[src/uart_rx_defines.svh]
`ifndef UART_RX_DEFINES_SVH
`define UART_RX_DEFINES_SVH

// Sample ticks per serial bit
`define UART_OVERSAMPLE 16

// Clock cycles per sample tick, indexed by baud_select
`define UART_DIV_0 2
`define UART_DIV_1 3
`define UART_DIV_2 4
`define UART_DIV_3 5
`define UART_DIV_4 6
`define UART_DIV_5 8
`define UART_DIV_6 10
`define UART_DIV_7 12 // Slowest rate

// Entries held in the output queue
`define UART_RX_QDEPTH 4

// Consumer buffer slots, loaded into the credit counter at reset
`define UART_RX_CREDITS 2

`endif
[src/uart_rx_pkg.sv]
package uart_rx_pkg;

    // Frame receiver FSM states
    typedef enum logic [2:0] {
        DISABLED = 3'd0, // Asleep, rx_enable low
        IDLE     = 3'd1, // Waiting for start_seen
        START    = 3'd2, // Start bit accepted, one cycle
        DATA     = 3'd3, // Eight data bits, LSB first
        PARITY   = 3'd4, // Even parity bit
        STOP     = 3'd5  // Stop bit, entry pushed here
    } frame_state_t;

    // Sampler states
    typedef enum logic {
        HUNT  = 1'b0, // Look for falling edge on the line
        TRACK = 1'b1  // Count ticks within the frame
    } sampler_state_t;

    // One received frame as queued and reported
    typedef struct packed {
        logic [7:0] data;   // Received byte
        logic       perror; // Parity mismatch
        logic       ferror; // Stop bit was low
    } rx_entry_t;

endpackage

[src/uart_rx_top.sv]
`timescale 1ns/10ps

module uart_rx_top (
    input  logic       clk,
    input  logic       reset,
    input  logic [2:0] baud_select,
    input  logic       rx_enable,
    input  logic       rxd,
    input  logic       credit_return,
    output logic       out_valid,
    output logic [7:0] out_data,
    output logic       out_perror,
    output logic       out_ferror,
    output logic       overrun
);

    logic       sample_tick;  // 16x bit rate strobe
    logic       start_seen;
    logic       bit_valid;
    logic       bit_value;
    logic       frame_busy;
    logic       push;
    logic [7:0] entry_data;
    logic       entry_perror;
    logic       entry_ferror;

    uart_baud_gen i_baud_gen (
        .clk         (clk),
        .reset       (reset),
        .baud_select (baud_select),
        .sample_tick (sample_tick)
    );

    // Decodes the line into bits
    uart_rx_sampler i_sampler (
        .clk         (clk),
        .reset       (reset),
        .rxd         (rxd),
        .sample_tick (sample_tick),
        .frame_busy  (frame_busy),
        .start_seen  (start_seen),
        .bit_valid   (bit_valid),
        .bit_value   (bit_value)
    );

    // Runs the frame protocol
    uart_rx_frame i_frame (
        .clk          (clk),
        .reset        (reset),
        .rx_enable    (rx_enable),
        .start_seen   (start_seen),
        .bit_valid    (bit_valid),
        .bit_value    (bit_value),
        .frame_busy   (frame_busy),
        .push         (push),
        .entry_data   (entry_data),
        .entry_perror (entry_perror),
        .entry_ferror (entry_ferror)
    );

    // Delivers frames under credit control
    uart_rx_out_queue i_out_queue (
        .clk           (clk),
        .reset         (reset),
        .push          (push),
        .entry_data    (entry_data),
        .entry_perror  (entry_perror),
        .entry_ferror  (entry_ferror),
        .credit_return (credit_return),
        .out_valid     (out_valid),
        .out_data      (out_data),
        .out_perror    (out_perror),
        .out_ferror    (out_ferror),
        .overrun       (overrun)
    );

endmodule

[src/uart_rx_out_queue.sv]
`timescale 1ns/10ps
`include "uart_rx_defines.svh"

module uart_rx_out_queue (
    input  logic       clk,
    input  logic       reset,
    input  logic       push,
    input  logic [7:0] entry_data,
    input  logic       entry_perror,
    input  logic       entry_ferror,
    input  logic       credit_return,
    output logic       out_valid,
    output logic [7:0] out_data,
    output logic       out_perror,
    output logic       out_ferror,
    output logic       overrun
);

    localparam int DEPTH = `UART_RX_QDEPTH;
    localparam int PTR_W = $clog2(DEPTH);
    localparam int CNT_W = $clog2(DEPTH + 1);
    localparam int CRD_W = $clog2(`UART_RX_CREDITS + 1);

    uart_rx_pkg::rx_entry_t mem [DEPTH];
    uart_rx_pkg::rx_entry_t in_entry;
    uart_rx_pkg::rx_entry_t send_entry;
    logic [PTR_W-1:0]       rd_ptr;
    logic [PTR_W-1:0]       wr_ptr;
    logic [CNT_W-1:0]       fill;      // Entries held
    logic [CRD_W-1:0]       credits;   // Free consumer slots
    logic                   full;
    logic                   credit_ok;
    logic                   pop;       // Send from the buffer
    logic                   bypass;    // Send the incoming entry directly
    logic                   send;
    logic                   store;

    function automatic logic [PTR_W-1:0] next_ptr(input logic [PTR_W-1:0] p);
        return (p == PTR_W'(DEPTH - 1)) ? '0 : p + 1'b1;
    endfunction

    assign in_entry   = '{data: entry_data, perror: entry_perror, ferror: entry_ferror};
    assign full       = (fill == CNT_W'(DEPTH));
    assign credit_ok  = (credits != '0) || credit_return; // Returned credit usable at once
    assign pop        = credit_ok && (fill != '0);
    assign bypass     = credit_ok && (fill == '0) && push;
    assign send       = pop || bypass;
    assign store      = push && !bypass && (!full || pop); // Pop frees a slot this cycle
    assign send_entry = bypass ? in_entry : mem[rd_ptr];

    always_ff @(posedge clk or posedge reset) begin
        if (reset) begin
            rd_ptr    <= '0;
            wr_ptr    <= '0;
            fill      <= '0;
            credits   <= CRD_W'(`UART_RX_CREDITS);
            out_valid <= 1'b0;
            overrun   <= 1'b0;
        end else begin
            out_valid <= send; // One cycle per frame
            if (store) wr_ptr <= next_ptr(wr_ptr);
            if (pop) rd_ptr <= next_ptr(rd_ptr);
            case ({store, pop})
                2'b10:   fill <= fill + 1'b1;
                2'b01:   fill <= fill - 1'b1;
                default: fill <= fill;
            endcase
            case ({credit_return, send})
                2'b10:   credits <= credits + 1'b1;
                2'b01:   credits <= credits - 1'b1;
                default: credits <= credits; // Both or neither
            endcase
            if (push && full && !pop) begin
                overrun <= 1'b1; // Sticky until reset, frame dropped
            end
        end
    end

    // Storage and output payload
    always_ff @(posedge clk) begin
        if (store) mem[wr_ptr] <= in_entry;
        if (send) begin
            out_data   <= send_entry.data;
            out_perror <= send_entry.perror;
            out_ferror <= send_entry.ferror;
        end
    end

endmodule

[src/uart_rx_frame.sv]
`timescale 1ns/10ps

module uart_rx_frame (
    input  logic       clk,
    input  logic       reset,
    input  logic       rx_enable,
    input  logic       start_seen,
    input  logic       bit_valid,
    input  logic       bit_value,
    output logic       frame_busy,
    output logic       push,
    output logic [7:0] entry_data,
    output logic       entry_perror,
    output logic       entry_ferror
);

    uart_rx_pkg::frame_state_t state;
    uart_rx_pkg::frame_state_t state_next;
    logic [7:0]                shift_reg;  // Data bits, LSB arrives first
    logic [2:0]                bit_cnt;    // Data bits taken so far
    logic                      parity_bit;
    uart_rx_pkg::rx_entry_t    entry_q;    // Finished frame for the queue

    // Sampler stays in TRACK while this is high
    assign frame_busy = (state == uart_rx_pkg::START)  ||
                        (state == uart_rx_pkg::DATA)   ||
                        (state == uart_rx_pkg::PARITY) ||
                        (state == uart_rx_pkg::STOP);

    assign entry_data   = entry_q.data;
    assign entry_perror = entry_q.perror;
    assign entry_ferror = entry_q.ferror;

    // Next state
    always_comb begin
        state_next = state;
        case (state)
            uart_rx_pkg::DISABLED: begin
                state_next = uart_rx_pkg::IDLE;     // Wake when enabled
            end
            uart_rx_pkg::IDLE: begin
                if (start_seen) begin
                    state_next = uart_rx_pkg::START;
                end
            end
            uart_rx_pkg::START: begin
                state_next = uart_rx_pkg::DATA;     // Single cycle
            end
            uart_rx_pkg::DATA: begin
                if (bit_valid && bit_cnt == 3'd7) begin
                    state_next = uart_rx_pkg::PARITY; // Eighth data bit
                end
            end
            uart_rx_pkg::PARITY: begin
                if (bit_valid) begin
                    state_next = uart_rx_pkg::STOP;
                end
            end
            uart_rx_pkg::STOP: begin
                if (bit_valid) begin
                    state_next = uart_rx_pkg::IDLE;   // Errors do not lock
                end
            end
            default: begin
                state_next = uart_rx_pkg::DISABLED;
            end
        endcase
        // Sleep overrides everything, partial frame is lost
        if (!rx_enable) begin
            state_next = uart_rx_pkg::DISABLED;
        end
    end

    always_ff @(posedge clk or posedge reset) begin
        if (reset) begin
            state   <= uart_rx_pkg::DISABLED;
            bit_cnt <= '0;
            push    <= 1'b0;
        end else begin
            state <= state_next;
            // One push per completed frame, none when disabled
            push  <= rx_enable && bit_valid && (state == uart_rx_pkg::STOP);
            if (state == uart_rx_pkg::START) begin
                bit_cnt <= '0;
            end else if (state == uart_rx_pkg::DATA && bit_valid) begin
                bit_cnt <= bit_cnt + 3'd1;
            end
        end
    end

    // Frame contents and checks
    always_ff @(posedge clk) begin
        if (state == uart_rx_pkg::DATA && bit_valid) begin
            shift_reg <= {bit_value, shift_reg[7:1]}; // Shift right, LSB first
        end
        if (state == uart_rx_pkg::PARITY && bit_valid) begin
            parity_bit <= bit_value;
        end
        if (state == uart_rx_pkg::STOP && bit_valid) begin
            entry_q.data   <= shift_reg;
            entry_q.perror <= ^{shift_reg, parity_bit}; // Even parity, odd count is an error
            entry_q.ferror <= ~bit_value;               // Stop bit must be high
        end
    end

endmodule

[src/uart_rx_sampler.sv]
`timescale 1ns/10ps
`include "uart_rx_defines.svh"

module uart_rx_sampler (
    input  logic clk,
    input  logic reset,
    input  logic rxd,
    input  logic sample_tick,
    input  logic frame_busy,
    output logic start_seen,
    output logic bit_valid,
    output logic bit_value
);

    localparam int TICK_W = $clog2(`UART_OVERSAMPLE);
    localparam logic [TICK_W-1:0] TICK_LAST = TICK_W'(`UART_OVERSAMPLE - 1);
    localparam logic [TICK_W-1:0] SAMPLE_A  = TICK_W'(`UART_OVERSAMPLE / 2 - 1); // Sample 7
    localparam logic [TICK_W-1:0] SAMPLE_B  = TICK_W'(`UART_OVERSAMPLE / 2);     // Sample 8
    localparam logic [TICK_W-1:0] SAMPLE_C  = TICK_W'(`UART_OVERSAMPLE / 2 + 1); // Sample 9

    uart_rx_pkg::sampler_state_t state;
    logic              rxd_meta;  // First sync stage
    logic              rxd_sync;  // Second sync stage
    logic              rxd_prev;  // For edge detect
    logic [TICK_W-1:0] tick_cnt;  // Tick index within bit
    logic              in_start;  // Still inside start bit
    logic              samp_a;
    logic              samp_b;
    logic              vote;
    logic              fall_edge;

    assign fall_edge = rxd_prev & ~rxd_sync;
    // Majority of the two held samples and the live one
    assign vote = (samp_a & samp_b) | (samp_a & rxd_sync) | (samp_b & rxd_sync);

    // Line idles high, so sync flops reset to 1
    always_ff @(posedge clk or posedge reset) begin
        if (reset) begin
            rxd_meta <= 1'b1;
            rxd_sync <= 1'b1;
            rxd_prev <= 1'b1;
        end else begin
            rxd_meta <= rxd;
            rxd_sync <= rxd_meta;
            rxd_prev <= rxd_sync;
        end
    end

    always_ff @(posedge clk or posedge reset) begin
        if (reset) begin
            state      <= uart_rx_pkg::HUNT;
            tick_cnt   <= '0;
            in_start   <= 1'b0;
            start_seen <= 1'b0;
            bit_valid  <= 1'b0;
        end else begin
            start_seen <= 1'b0;
            bit_valid  <= 1'b0;
            case (state)
                uart_rx_pkg::HUNT: begin
                    if (fall_edge) begin
                        state    <= uart_rx_pkg::TRACK; // Possible start bit
                        tick_cnt <= '0;
                        in_start <= 1'b1;
                    end
                end
                uart_rx_pkg::TRACK: begin
                    // Frame over, aborted, or never taken up by the receiver
                    if (!in_start && !frame_busy && !start_seen) begin
                        state <= uart_rx_pkg::HUNT;
                    end else if (sample_tick) begin
                        tick_cnt <= (tick_cnt == TICK_LAST) ? '0 : tick_cnt + 1'b1;
                        if (tick_cnt == SAMPLE_C) begin
                            if (!in_start) begin
                                bit_valid <= 1'b1;        // Data, parity or stop
                            end else if (!vote) begin
                                start_seen <= 1'b1;       // Real start bit
                                in_start   <= 1'b0;
                            end else begin
                                state <= uart_rx_pkg::HUNT; // False start, glitch
                            end
                        end
                    end
                end
                default: state <= uart_rx_pkg::HUNT;
            endcase
        end
    end

    // Vote samples and decided bit
    always_ff @(posedge clk) begin
        if (sample_tick && tick_cnt == SAMPLE_A) samp_a <= rxd_sync;
        if (sample_tick && tick_cnt == SAMPLE_B) samp_b <= rxd_sync;
        if (sample_tick && tick_cnt == SAMPLE_C) bit_value <= vote;
    end

endmodule

[src/uart_baud_gen.sv]
`timescale 1ns/10ps
`include "uart_rx_defines.svh"

module uart_baud_gen (
    input  logic       clk,
    input  logic       reset,
    input  logic [2:0] baud_select,
    output logic       sample_tick
);

    logic [7:0] div_cycles; // Period of one sample tick
    logic [7:0] cnt;        // Cycles left in current period
    logic [2:0] sel_q;      // Last seen baud_select

    // Divisor table lookup
    always_comb begin
        case (baud_select)
            3'd0:    div_cycles = 8'(`UART_DIV_0);
            3'd1:    div_cycles = 8'(`UART_DIV_1);
            3'd2:    div_cycles = 8'(`UART_DIV_2);
            3'd3:    div_cycles = 8'(`UART_DIV_3);
            3'd4:    div_cycles = 8'(`UART_DIV_4);
            3'd5:    div_cycles = 8'(`UART_DIV_5);
            3'd6:    div_cycles = 8'(`UART_DIV_6);
            default: div_cycles = 8'(`UART_DIV_7);
        endcase
    end

    always_ff @(posedge clk or posedge reset) begin
        if (reset) begin
            cnt         <= '0;
            sel_q       <= '0;
            sample_tick <= 1'b0;
        end else if (baud_select != sel_q) begin
            sel_q       <= baud_select;        // New rate, restart the period
            cnt         <= div_cycles - 8'd1;
            sample_tick <= 1'b0;               // Drop the stale tick
        end else if (cnt == '0) begin
            cnt         <= div_cycles - 8'd1;  // Reload
            sample_tick <= 1'b1;
        end else begin
            cnt         <= cnt - 8'd1;
            sample_tick <= 1'b0;
        end
    end

endmodule

[config.mk]
export PLATFORM = sky130hd
export DESIGN_NAME = uart_rx_top
export DESIGN_NICKNAME = d
export VERILOG_FILES = /design/src/uart_rx_pkg.sv /design/src/uart_rx_top.sv /design/src/uart_rx_out_queue.sv /design/src/uart_rx_frame.sv /design/src/uart_rx_sampler.sv /design/src/uart_baud_gen.sv
export VERILOG_INCLUDE_DIRS = /design/src
export SDC_FILE = /design/constraint.sdc
export NUM_CORES = 1
export LEC_CHECK = 0
export BUFFER_PORTS_ARGS = -buffer_cell sky130_fd_sc_hd__buf_2
export CAP_MARGIN = 0
export CORE_ASPECT_RATIO = 1.2
export CORE_UTILIZATION = 45
export CTS_CLUSTER_DIAMETER = 120
export DETAILED_ROUTE_END_ITERATION = 6
export HOLD_SLACK_MARGIN = 0.15
export PLACE_DENSITY = 0.66
export SYNTH_ARGS = -nofsm -noshare
export SYNTH_HDL_FRONTEND = slang
export SYNTH_SLANG_ARGS = --single-unit
[constraint.sdc]
create_clock -name clk -period 4.4 [get_ports clk]
set_clock_uncertainty 0.1 [all_clocks]
set_input_delay 0.88 -clock clk [delete_from_list [all_inputs] [get_ports clk]]
set_output_delay 0.88 -clock clk [all_outputs]
set_load 0.03 [all_outputs]
==> metrics.txt, run 1 <==
status=completed; Setup Crit Path Kind=input pin to flip-flop; fraction of final layout cells sized beyond drive strength 1=around a quarter; 1st-iter DRT viols=58; drt drc=0; Netlist cell types=51; crit share post-route=57.83%; worst min-delay path class=flip-flop to flip-flop; Ports=20; TritonCTS clock tree=done; worst hold path depth=0; clock latency reported for the late side of the worst-skew pair=around 0.4 ns; maximum number of pins on one net before global-route repair=25; Overall Global Routing Usage=14.57%; Die Height=116.4 µm; number of port buffers=19; fraction of registers with async set/reset=36.28%; root buffer cell=sky130_fd_sc_hd__clkbuf_16; Final nets=370; number of max-slew violations in the final report=0; antenna diode instance count=0; HPWL after detailed placement=4.912 mm; final total negative setup slack=0 ns; count of clock tree sinks=113; sequential-to-total area share from yosys stat=65.04%; ANT nets after route=0; leakage power summed over all cells=0.002255 µW; number of cell instances on the worst register-to-register path=6; Largest register FFs=40; detailed-router iteration count before antenna repair=4; Main synth FF type=sky130_fd_sc_hd__edfxtp_1; relative area change from synthesis to final layout=17.15%; slew margin rel.=37.74%; unrepaired setup endpoints after global routing=false; Netlist Area Pre-Place=0.004910 mm²; critical path peak fanout=12; top cells by area, synth=sky130_fd_sc_hd__edfxtp_1 (44%), sky130_fd_sc_hd__dfrtp_1 (19%), sky130_fd_sc_hd__mux4_2 (4.6%); Max Cap Viol=0; shortest period the worst path allows=about 2.5 ns; global placer's final weighted congestion=0.7576; number of buffers added by the clock tree synthesis step=17; Top reg by flops=i_out_queue.mem; core region area=0.01057 mm²; worst-case register-to-register setup slack=1.87 ns; net count after synthesis=339; dominant cell type by area after synthesis=sky130_fd_sc_hd__edfxtp_1; endpoint of the worst register-to-register path=i_out_queue.credits[1]; Worst setup startpoint=credit_return; number of flops mapped to enable cells by yosys=72; via count of the first global-routing pass=about 2700; total number of vias=~2600; Yosys reg bits=113; multi-input combinational cell area=0.001618 mm²; Worst Max-Slew Pin Slew=0.9277 ns; required time worst endpoint=4.63 ns; Gate Count Post-Synth=314; clock-pin slew of the registers on the worst-case setup and hold paths=0.05 ns; Setup crit end=i_out_queue.credits[1]; number of hold violations in the final report=0; maximum number of buffers from clock root to sink=2; launch point of the worst reg-to-reg path=i_out_queue.credits[1]; Setup crit start kind=input pin; number of setup violations in the final report=0; post-detailed-route wirelength per cell=15.07 µm; total setup buffers inserted after CTS=0; quantity of gates resized following cts=0; Worst Hold Slack=0.2579 ns; number of synthesis warnings=0; floorplan row count=41; total wire length=approximately 7.3 mm; Yosys top cell area share=between 40% and 50%; wire length of the first global-routing pass=between 10 and 15 mm; Initial Utilization=a little under half; Die Span X=97.35 µm; cell area power density=a little under 600 mW/mm²; H-tree lvl count=4; kind of capture point of the worst setup path=flip-flop; data arrival time of the critical path=2.78 ns; total gr overflow=0; die outline area=0.01133 mm²; register area=0.003193 mm²; hold-fix buffers at CTS=0; peak supply drop=0.2520 mV; final worst-path setup slack=1.856 ns; worst-case setup slack after placement=~1.4 ns; Max Fclk=393.0 MHz; mean area per synthesized cell=15.64 µm²; filler cell count in the final layout=849; Via-to-Cell Ratio=approximately 5.3; number of antenna violations at the first check in global routing=0
## cells by family (layout without fill, tap and decap cells)
group / Yosys count / count (layout) / synth area share [%]
flip-flops: 113 / 113 / 65.04
AND/OR/NAND/NOR: 63 / 63 / 7.900
AO/OA/AOI/OAI: 36 / 36 / 5.097
multiplexers: 35 / 35 / 10.81
XOR/XNOR: 25 / 25 / 4.460
buffers and inverters: 24 / 68 / 2.013
adder cells (fa/ha/maj): 18 / 18 / 4.689
## worst min-delay path by stage
stage | startpoint | to
after floorplan | i_sampler.rxd_meta | i_sampler.rxd_sync
after global placement | i_sampler.rxd_meta | i_sampler.rxd_sync
after detailed placement | i_sampler.rxd_meta | i_sampler.rxd_sync
after CTS | i_sampler.rxd_meta | i_sampler.rxd_sync
after global routing | i_sampler.rxd_meta | i_sampler.rxd_sync
final | i_sampler.rxd_meta | i_sampler.rxd_sync
## final cells by class
class / instances / area share, %
sequential: 113 / 55.51
multi-input combinational: 177 / 28.13
clock buffer: 17 / 7.396
timing repair buffer: 20 / 1.784
inverter: 16 / 1.044
clock inverter: 15 / 3.328
tap: 129 / 2.806
## where the power goes
| part | total (µW) | internal, µW | switching, µW |
|---|---|---|---|
| Combinational | 593 | 308 | 285 |
| Sequential | 1390 | 1260 | 129 |
| Clock | 1420 | 942 | 479 |
| Total | 3400 | 2510 | 892 |
## cells in the final DEF (no fill, tap or decap), types with 10 or more instances in the layout
cell                        instances
sky130_fd_sc_hd__edfxtp_1          72
sky130_fd_sc_hd__dfrtp_1           37
sky130_fd_sc_hd__buf_2             19
sky130_fd_sc_hd__clkbuf_16         17
sky130_fd_sc_hd__xnor2_1           16
sky130_fd_sc_hd__inv_1             16
sky130_fd_sc_hd__ha_1              16
sky130_fd_sc_hd__nor2_1            13
sky130_fd_sc_hd__o21ai_0           12
sky130_fd_sc_hd__mux4_2            10
## worst max-delay path, cell delays in order
cell and delay, ns:
sky130_fd_sc_hd__buf_2 0.11, sky130_fd_sc_hd__nor3_4 0.05, sky130_fd_sc_hd__or3_4 0.48, sky130_fd_sc_hd__o21ai_1 0.54
sky130_fd_sc_hd__ha_1 0.41, sky130_fd_sc_hd__nor2_1 0.14, sky130_fd_sc_hd__xor2_1 0.16
## layer usage
metal | GRT usage, % | vias up | part of all wire [%]
li1 | - | 1225 | -
met4 | 6.765 | 0 | 1.6
met5 | 0 | - | 0
met3 | 5.566 | 11 | 2.9
met1 | 15.72 | 1298 | 43
met2 | 25.63 | 30 | 52
## synth_stat cells (2+ instances only)
cell / instances
sky130_fd_sc_hd__inv_1: 16
sky130_fd_sc_hd__mux2_2: 8
sky130_fd_sc_hd__dfrtp_1: 37
sky130_fd_sc_hd__nor3b_1: 2
sky130_fd_sc_hd__clkbuf_1: 6
sky130_fd_sc_hd__and2_2: 4
sky130_fd_sc_hd__a22o_1: 4
sky130_fd_sc_hd__nor2b_1: 6
sky130_fd_sc_hd__nor3_1: 4
sky130_fd_sc_hd__edfxtp_1: 72
sky130_fd_sc_hd__xor2_1: 9
sky130_fd_sc_hd__nor2_1: 13
sky130_fd_sc_hd__ha_1: 16
sky130_fd_sc_hd__o21ai_0: 13
sky130_fd_sc_hd__nand2b_1: 2
sky130_fd_sc_hd__a21oi_1: 3
sky130_fd_sc_hd__nand2_1: 9
sky130_fd_sc_hd__a31oi_1: 4
sky130_fd_sc_hd__mux4_2: 10
sky130_fd_sc_hd__and3_1: 4
sky130_fd_sc_hd__xnor2_1: 16
sky130_fd_sc_hd__and2_1: 4
sky130_fd_sc_hd__dfstp_2: 4
sky130_fd_sc_hd__mux2_4: 9
sky130_fd_sc_hd__mux2i_1: 8
sky130_fd_sc_hd__nand3_1: 4
sky130_fd_sc_hd__and4b_1: 3
## metrics by stage
stage | power (µW) | area [µm²] | utilization (%) | cells
final | 3400 | 5752 | 54.43 | 487
after global routing | 3551 | 5752 | 54.43 | 487
after CTS | 3445 | 5752 | 54.43 | 487
after detailed placement | 2012 | 5135 | 48.59 | 455
after global placement | 1995 | 5135 | 48.59 | 455
after floorplan | 1887 | 4910 | - | 314
(Power assumes the default switching activity.)
==> run 2: changes to the inputs <==
Clock period 4.4 ns to 2.5 ns, I/O delays scaled along.
==> run 2 against run 1 <==
Net effect: sequential share of layout area fell by 0.29 points; wire length fell by 1.1%; die area did not move; critical path type is now flip-flop to flip-flop.
==> metrics.txt, run 2 (synthesis gave the netlist of run 1 again) <==
final total negative setup slack=0 ns (unchanged); total wire length=7.257 mm (was 7.341 mm); HPWL after detailed placement=4.891 mm (was 4.912 mm); clock latency reported for the late side of the worst-skew pair=0.40 ns (about the same); standard cell area after detailed placement=0.005165 mm² (was 0.005135 mm²); final core utilization=54.71% (was 54.43%); shortest period the worst path allows=2.262 ns; slew margin rel.=64.61% (was 37.74%); via count of the first global-routing pass=2727 (was 2678); total number of vias=2550 (was 2564); Overall Global Routing Usage=14.63% (was 14.57%); switching power as a share of total power=27.59% (was 26.25%); unrepaired setup endpoints after global routing=false (unchanged); relative area change from synthesis to final layout=17.76% (was 17.15%); peak supply drop=0.5017 mV (was 0.2520 mV); critical path peak fanout=7 (was 12); data arrival time of the critical path=2.49 ns (was 2.78 ns); die outline area=0.01133 mm² (unchanged); wire length of the first global-routing pass=12.65 mm (was 12.48 mm); sequential fraction of design power=40.5% (was 40.8%); cell area power density=1021 mW/mm² (was 591.1 mW/mm²); Final nets=376 (was 370); status=completed (unchanged); count of clock tree sinks=113 (unchanged); switching component of the power=1628 µW (was 892.4 µW); Via-to-Cell Ratio=5.172 (was 5.265); antenna diode instance count=0 (unchanged); Die Height=116.4 µm (unchanged); H-tree lvl count=4 (unchanged); clock-pin slew of the registers on the worst-case setup and hold paths=0.06 ns (was 0.05 ns); crit share post-route=90.47%; 1st-iter DRT viols=89 (was 58); Die Span X=97.35 µm (unchanged); floorplan row count=41 (unchanged); quantity of gates resized following cts=0 (unchanged); core region area=0.01057 mm² (unchanged); Setup crit start kind=flip-flop (was input pin); drt drc=0 (unchanged); Max Cap Viol=0 (unchanged); Setup Crit Path Kind=flip-flop to flip-flop (was input pin to flip-flop); root buffer cell=sky130_fd_sc_hd__clkbuf_16 (unchanged); total placed cells including tap cells=459 (was 455); worst min-delay path class=input pin to flip-flop (was flip-flop to flip-flop); number of antenna violations at the first check in global routing=0 (unchanged); Top reg by flops=i_out_queue.mem (unchanged); Max Fclk=between 400 and 500 MHz; most used cells in the layout excluding fill and tap cells=sky130_fd_sc_hd__edfxtp_1 (72), sky130_fd_sc_hd__dfrtp_1 (37), sky130_fd_sc_hd__buf_2 (19) (unchanged); Largest register FFs=40 (unchanged); kind of capture point of the worst setup path=flip-flop (unchanged); Ports=20 (unchanged); Post-Layout Inst Area=0.005782 mm² (was 0.005752 mm²); number of buffers added by the clock tree synthesis step=17 (unchanged); multi-input combinational cell area=0.001618 mm² (unchanged); final non-filler cell total=493 (was 487); worst-case setup slack after placement=0.1128 ns (was 1.381 ns); TritonCTS clock tree=done (unchanged); final worst-path setup slack=0.2382 ns (was 1.856 ns); internal power=4275 µW (was 2508 µW); number of setup violations in the final report=0 (unchanged); filler cell count in the final layout=824 (was 849); fraction of final layout cells sized beyond drive strength 1=26.92% (was 25.70%); number of hold violations in the final report=0 (unchanged); maximum number of buffers from clock root to sink=2 (unchanged); number of port buffers=19 (unchanged); total gr overflow=0 (unchanged); Worst Max-Slew Pin Slew=0.5308 ns (was 0.9277 ns); post-detailed-route wirelength per cell=14.72 µm (was 15.07 µm); number of max-slew violations in the final report=0 (unchanged); proportion of power drawn by the clock network=40.3% (was 41.8%); detailed-router iteration count before antenna repair=4 (unchanged); ANT nets after route=0 (unchanged); most common cell after layout, fill and taps aside=sky130_fd_sc_hd__edfxtp_1 (unchanged); leakage power summed over all cells=0.002281 µW (was 0.002255 µW); Initial Utilization=46.46% (unchanged); register area=0.003193 mm² (unchanged); global placer's final weighted congestion=0.7383 (was 0.7576); maximum number of pins on one net before global-route repair=42 (was 25); required time worst endpoint=2.73 ns (was 4.63 ns); share of power burned in combinational logic=19.3% (was 17.4%)
==> run 2: changes by cell type in the layout (fill, tap and decap cells not counted) <==
cell                            delta
sky130_fd_sc_hd__dlygate4sd3_1     +2
sky130_fd_sc_hd__clkinv_4          +2
sky130_fd_sc_hd__clkinvlp_4        -2
sky130_fd_sc_hd__inv_8             +1
sky130_fd_sc_hd__clkinv_2          -2
sky130_fd_sc_hd__buf_4             +4
sky130_fd_sc_hd__clkinv_1          -2
sky130_fd_sc_hd__inv_6             +5
sky130_fd_sc_hd__bufinv_16         -2
==> run 2: layer usage <==
metal | share of wire (%) | up-vias | GRT usage (%)
met5 | 0 | - | 0
met4 | 1.4 | 0 | 6.176
met3 | 2.5 | 10 | 4.728
met2 | 52 | 30 | 25.87
met1 | 44 | 1271 | 16.49
li1 | - | 1239 | -
==> run 2: final timing paths <==
kind | startpoint | endpoint | slack [ns] | depth (start not counted)
min in group asynchronous | reset | i_frame.state[0] | 0.68 | 4
max in group asynchronous | reset | i_out_queue.credits[1] | 1.25 | 4
worst min register to register | i_sampler.rxd_meta | i_sampler.rxd_sync | 0.26 | 0
worst min-delay path | baud_select[0] | i_baud_gen.sel_q[0] | 0.16 | 1
worst max register to register | i_out_queue.credits[0] | i_out_queue.fill[2] | 0.24 | 10
worst max-delay path | i_out_queue.credits[0] | i_out_queue.fill[2] | 0.24 | 10
==> run 2: stage by stage <==
stage | hold WS (ns) | power, µW
after floorplan | 0.2452 | 3322
after global placement | 0.2461 | 3530
after detailed placement | 0.2544 | 3572
after CTS | 0.1577 | 5975
after global routing | 0.1552 | 6191
final | 0.1629 | 5903
==> run 2: critical path, cell delays in order, from the launching register on <==
cell and delay (ns):
sky130_fd_sc_hd__dfrtp_1 0.44, sky130_fd_sc_hd__nor3_4 0.29, sky130_fd_sc_hd__xnor2_1 0.17, sky130_fd_sc_hd__a21boi_2 0.13
sky130_fd_sc_hd__inv_1 0.07, sky130_fd_sc_hd__ha_1 0.17, sky130_fd_sc_hd__inv_1 0.06, sky130_fd_sc_hd__fa_1 0.37
sky130_fd_sc_hd__xor2_1 0.15, sky130_fd_sc_hd__nor2_1 0.11, sky130_fd_sc_hd__xor2_1 0.14
==> run 2: cell type report <==
cell class | instances | share of cell area, %
well taps | 129 | 2.792
repair buffers | 26 | 2.640
multi-input cells | 177 | 27.98
clock inverters | 15 | 2.965
flip-flops and latches | 113 | 55.23
inverters | 16 | 1.039
clock buffers | 17 | 7.358
==> run 2: repair_timing <==
| item | 4_1_cts | 5_1_grt |
|---|---|---|
| hold endpoints to repair | 38 | 0 |
| hold buffers | 2 | 0 |
| setup buffers | 0 | 0 |
==> run 2: power groups by stage <==
| stage | clock (µW) | sequential (µW) | combinational, µW |
|---|---|---|---|
| floorplan | 0 | 2520 | 797 |
| CTS | 2420 | 2390 | 1160 |
| global placement | 0 | 2420 | 1110 |
| detailed placement | 0 | 2430 | 1140 |
| global route | 2510 | 2420 | 1260 |
| finish | 2380 | 2390 | 1140 |
==> run 3: changes to the inputs <==
Settings changed: REMOVE_ABC_BUFFERS set to 1.
==> run 3 against run 2 <==
Net effect: sequential power about the same; wire length up 1.1%; clock power down 4%; largest cell class unchanged; highest routed layer unchanged.
==> metrics.txt, run 3 (synthesis gave the netlist of run 1 again) <==
Min-Delay Startpoint=baud_select[0] (unchanged); cell area power density=1009 mW/mm² (was 1021 mW/mm²); maximum number of buffers from clock root to sink=2 (unchanged); most used cells in the layout excluding fill and tap cells=sky130_fd_sc_hd__edfxtp_1 (72), sky130_fd_sc_hd__dfrtp_1 (37), sky130_fd_sc_hd__buf_2 (19) (unchanged); worst-case register-to-register setup slack=0.21 ns (was 0.24 ns); TritonCTS clock tree=done (unchanged); die outline area=0.01133 mm² (unchanged); internal power=4242 µW (was 4275 µW); HPWL after detailed placement=4.900 mm (was 4.891 mm); slew margin rel.=63.78% (was 64.61%); root buffer cell=sky130_fd_sc_hd__clkbuf_16 (unchanged); critical path peak fanout=7 (unchanged); Max Fclk=436.8 MHz (was 442.1 MHz); final non-filler cell total=494 (was 493); shortest period the worst path allows=2.290 ns (was 2.262 ns); total number of vias=2587 (was 2550); number of port buffers=19 (unchanged); proportion of power drawn by the clock network=39.2% (was 40.3%); Worst Hold Slack=0.1714 ns (was 0.1629 ns); Max Cap Viol=0 (unchanged); endpoint of the worst register-to-register path=i_out_queue.fill[2] (unchanged); number of setup violations in the final report=0 (unchanged); count of clock tree sinks=113 (unchanged); Top reg by flops=i_out_queue.mem (unchanged); number of hold violations in the final report=0 (unchanged); global placer's final weighted congestion=0.7308 (was 0.7383); ANT nets after route=0 (unchanged); standard cell area after detailed placement=0.005172 mm² (was 0.005165 mm²); drt drc=0 (unchanged); total wire length=7.336 mm (was 7.257 mm); Largest register FFs=40 (unchanged); data arrival time of the critical path=2.52 ns (was 2.49 ns); total setup buffers inserted after CTS=0 (unchanged); wire length of the first global-routing pass=12.55 mm (was 12.65 mm); Final nets=377 (was 376); number of buffers added by the clock tree synthesis step=17 (unchanged); Via-to-Cell Ratio=5.237 (was 5.172); quantity of gates resized following cts=0 (unchanged); filler cell count in the final layout=862 (was 824); worst hold path depth=1 (unchanged); Die Span X=97.35 µm (unchanged); required time worst endpoint=2.73 ns (about the same); leakage power summed over all cells=0.002264 µW (was 0.002281 µW); clock latency reported for the late side of the worst-skew pair=0.40 ns (about the same); final total negative setup slack=0 ns (unchanged); sequential fraction of design power=41.2% (was 40.5%); share of power burned in combinational logic=19.6% (was 19.3%); Setup crit start kind=flip-flop (unchanged); worst-case setup slack after placement=0.09970 ns (was 0.1128 ns); number of cell instances on the worst register-to-register path=10 (unchanged); hold-fix buffers at CTS=2 (unchanged); relative area change from synthesis to final layout=17.35% (was 17.76%); clock-pin slew of the registers on the worst-case setup and hold paths=0.05 ns (was 0.06 ns); post-detailed-route wirelength per cell=14.85 µm (was 14.72 µm); most common cell after layout, fill and taps aside=sky130_fd_sc_hd__edfxtp_1 (unchanged); total gr overflow=0 (unchanged); number of antenna violations at the first check in global routing=0 (unchanged); floorplan row count=41 (unchanged); launch point of the worst reg-to-reg path=i_out_queue.credits[0] (unchanged); peak supply drop=0.4713 mV (was 0.5017 mV); Worst Max-Slew Pin Slew=0.5433 ns (was 0.5308 ns); worst min-delay path class=input pin to flip-flop (unchanged); maximum number of pins on one net before global-route repair=42 (unchanged); total placed cells including tap cells=460 (was 459); Setup Crit Path Kind=flip-flop to flip-flop (unchanged); Initial Utilization=46.46% (unchanged); antenna diode instance count=0 (unchanged); sink of the worst hold path=i_baud_gen.sel_q[0] (unchanged); kind of capture point of the worst setup path=flip-flop (unchanged); Ports=20 (unchanged); crit share post-route=91.58% (was 90.47%); fraction of final layout cells sized beyond drive strength 1=26.58% (was 26.92%); status=completed (unchanged); switching component of the power=1571 µW (was 1628 µW); final worst-path setup slack=0.2104 ns (was 0.2382 ns); core region area=0.01057 mm² (unchanged); via count of the first global-routing pass=2637 (was 2727); H-tree lvl count=4 (unchanged); detailed-router iteration count before antenna repair=4 (unchanged); number of max-slew violations in the final report=0 (unchanged); Die Height=116.4 µm (unchanged); switching power as a share of total power=27.03% (was 27.59%); unrepaired setup endpoints after global routing=false (unchanged); Overall Global Routing Usage=14.74% (was 14.63%); Post-Layout Inst Area=0.005762 mm² (was 0.005782 mm²); 1st-iter DRT viols=71 (was 89)
-- run 3: stage by stage --
step / util, % / total power (µW)
floorplan: - / 3304
global placement: 48.95 / 3537
detailed placement: 48.95 / 3581
CTS: 54.52 / 5887
global route: 54.52 / 6103
finish: 54.52 / 5814
-- run 3: routing by layer --
metal / GRT usage [%] / routed length (µm)
met2: 26.01 / 3866
met4: 7.059 / 98
met3: 4.668 / 214
met1: 16.41 / 3156
met5: 0 / 0
-- run 3: final cells by class --
type | instances | area, µm² | share of cell area (%)
repair buffers | 27 | 160.2 | 2.780
inverters | 16 | 60.06 | 1.042
well taps | 129 | 161.4 | 2.801
clock inverters | 15 | 143.9 | 2.497
flip-flops and latches | 113 | 3193 | 55.42
multi-input cells | 177 | 1618 | 28.08
clock buffers | 17 | 425.4 | 7.383
-- run 3: worst max-delay path, stage by stage, from the launching register on --
cell and delay (ns):
sky130_fd_sc_hd__dfrtp_1 0.43, sky130_fd_sc_hd__nor3_4 0.28, sky130_fd_sc_hd__xnor2_1 0.17, sky130_fd_sc_hd__a21boi_2 0.13, sky130_fd_sc_hd__inv_1 0.07, sky130_fd_sc_hd__ha_1 0.18
sky130_fd_sc_hd__inv_1 0.06, sky130_fd_sc_hd__fa_1 0.37, sky130_fd_sc_hd__xor2_1 0.15, sky130_fd_sc_hd__nor2_1 0.12, sky130_fd_sc_hd__xor2_1 0.15
-- run 3: worst max path at each step --
stage | endpoint | from | cells after the start | slack (ns)
floorplan | i_out_queue.credits[1] | i_out_queue.credits[1] | 6 | 0.12
finish | i_out_queue.fill[2] | i_out_queue.credits[0] | 10 | 0.21
global placement | i_out_queue.fill[2] | credit_return | 11 | 0.17
detailed placement | i_out_queue.fill[2] | credit_return | 11 | 0.1
CTS | i_out_queue.fill[2] | i_out_queue.credits[0] | 10 | 0.19
global route | i_out_queue.fill[2] | i_out_queue.credits[0] | 10 | 0.05
-- run 3: power by group through the flow --
stage / clock network (µW) / registers, µW / logic [µW]
2_1_floorplan: 0 / 2590 / 716
3_3_place_gp: 0 / 2420 / 1110
3_5_place_dp: 0 / 2430 / 1150
4_1_cts: 2330 / 2400 / 1160
5_1_grt: 2420 / 2430 / 1260
6_report: 2280 / 2400 / 1140
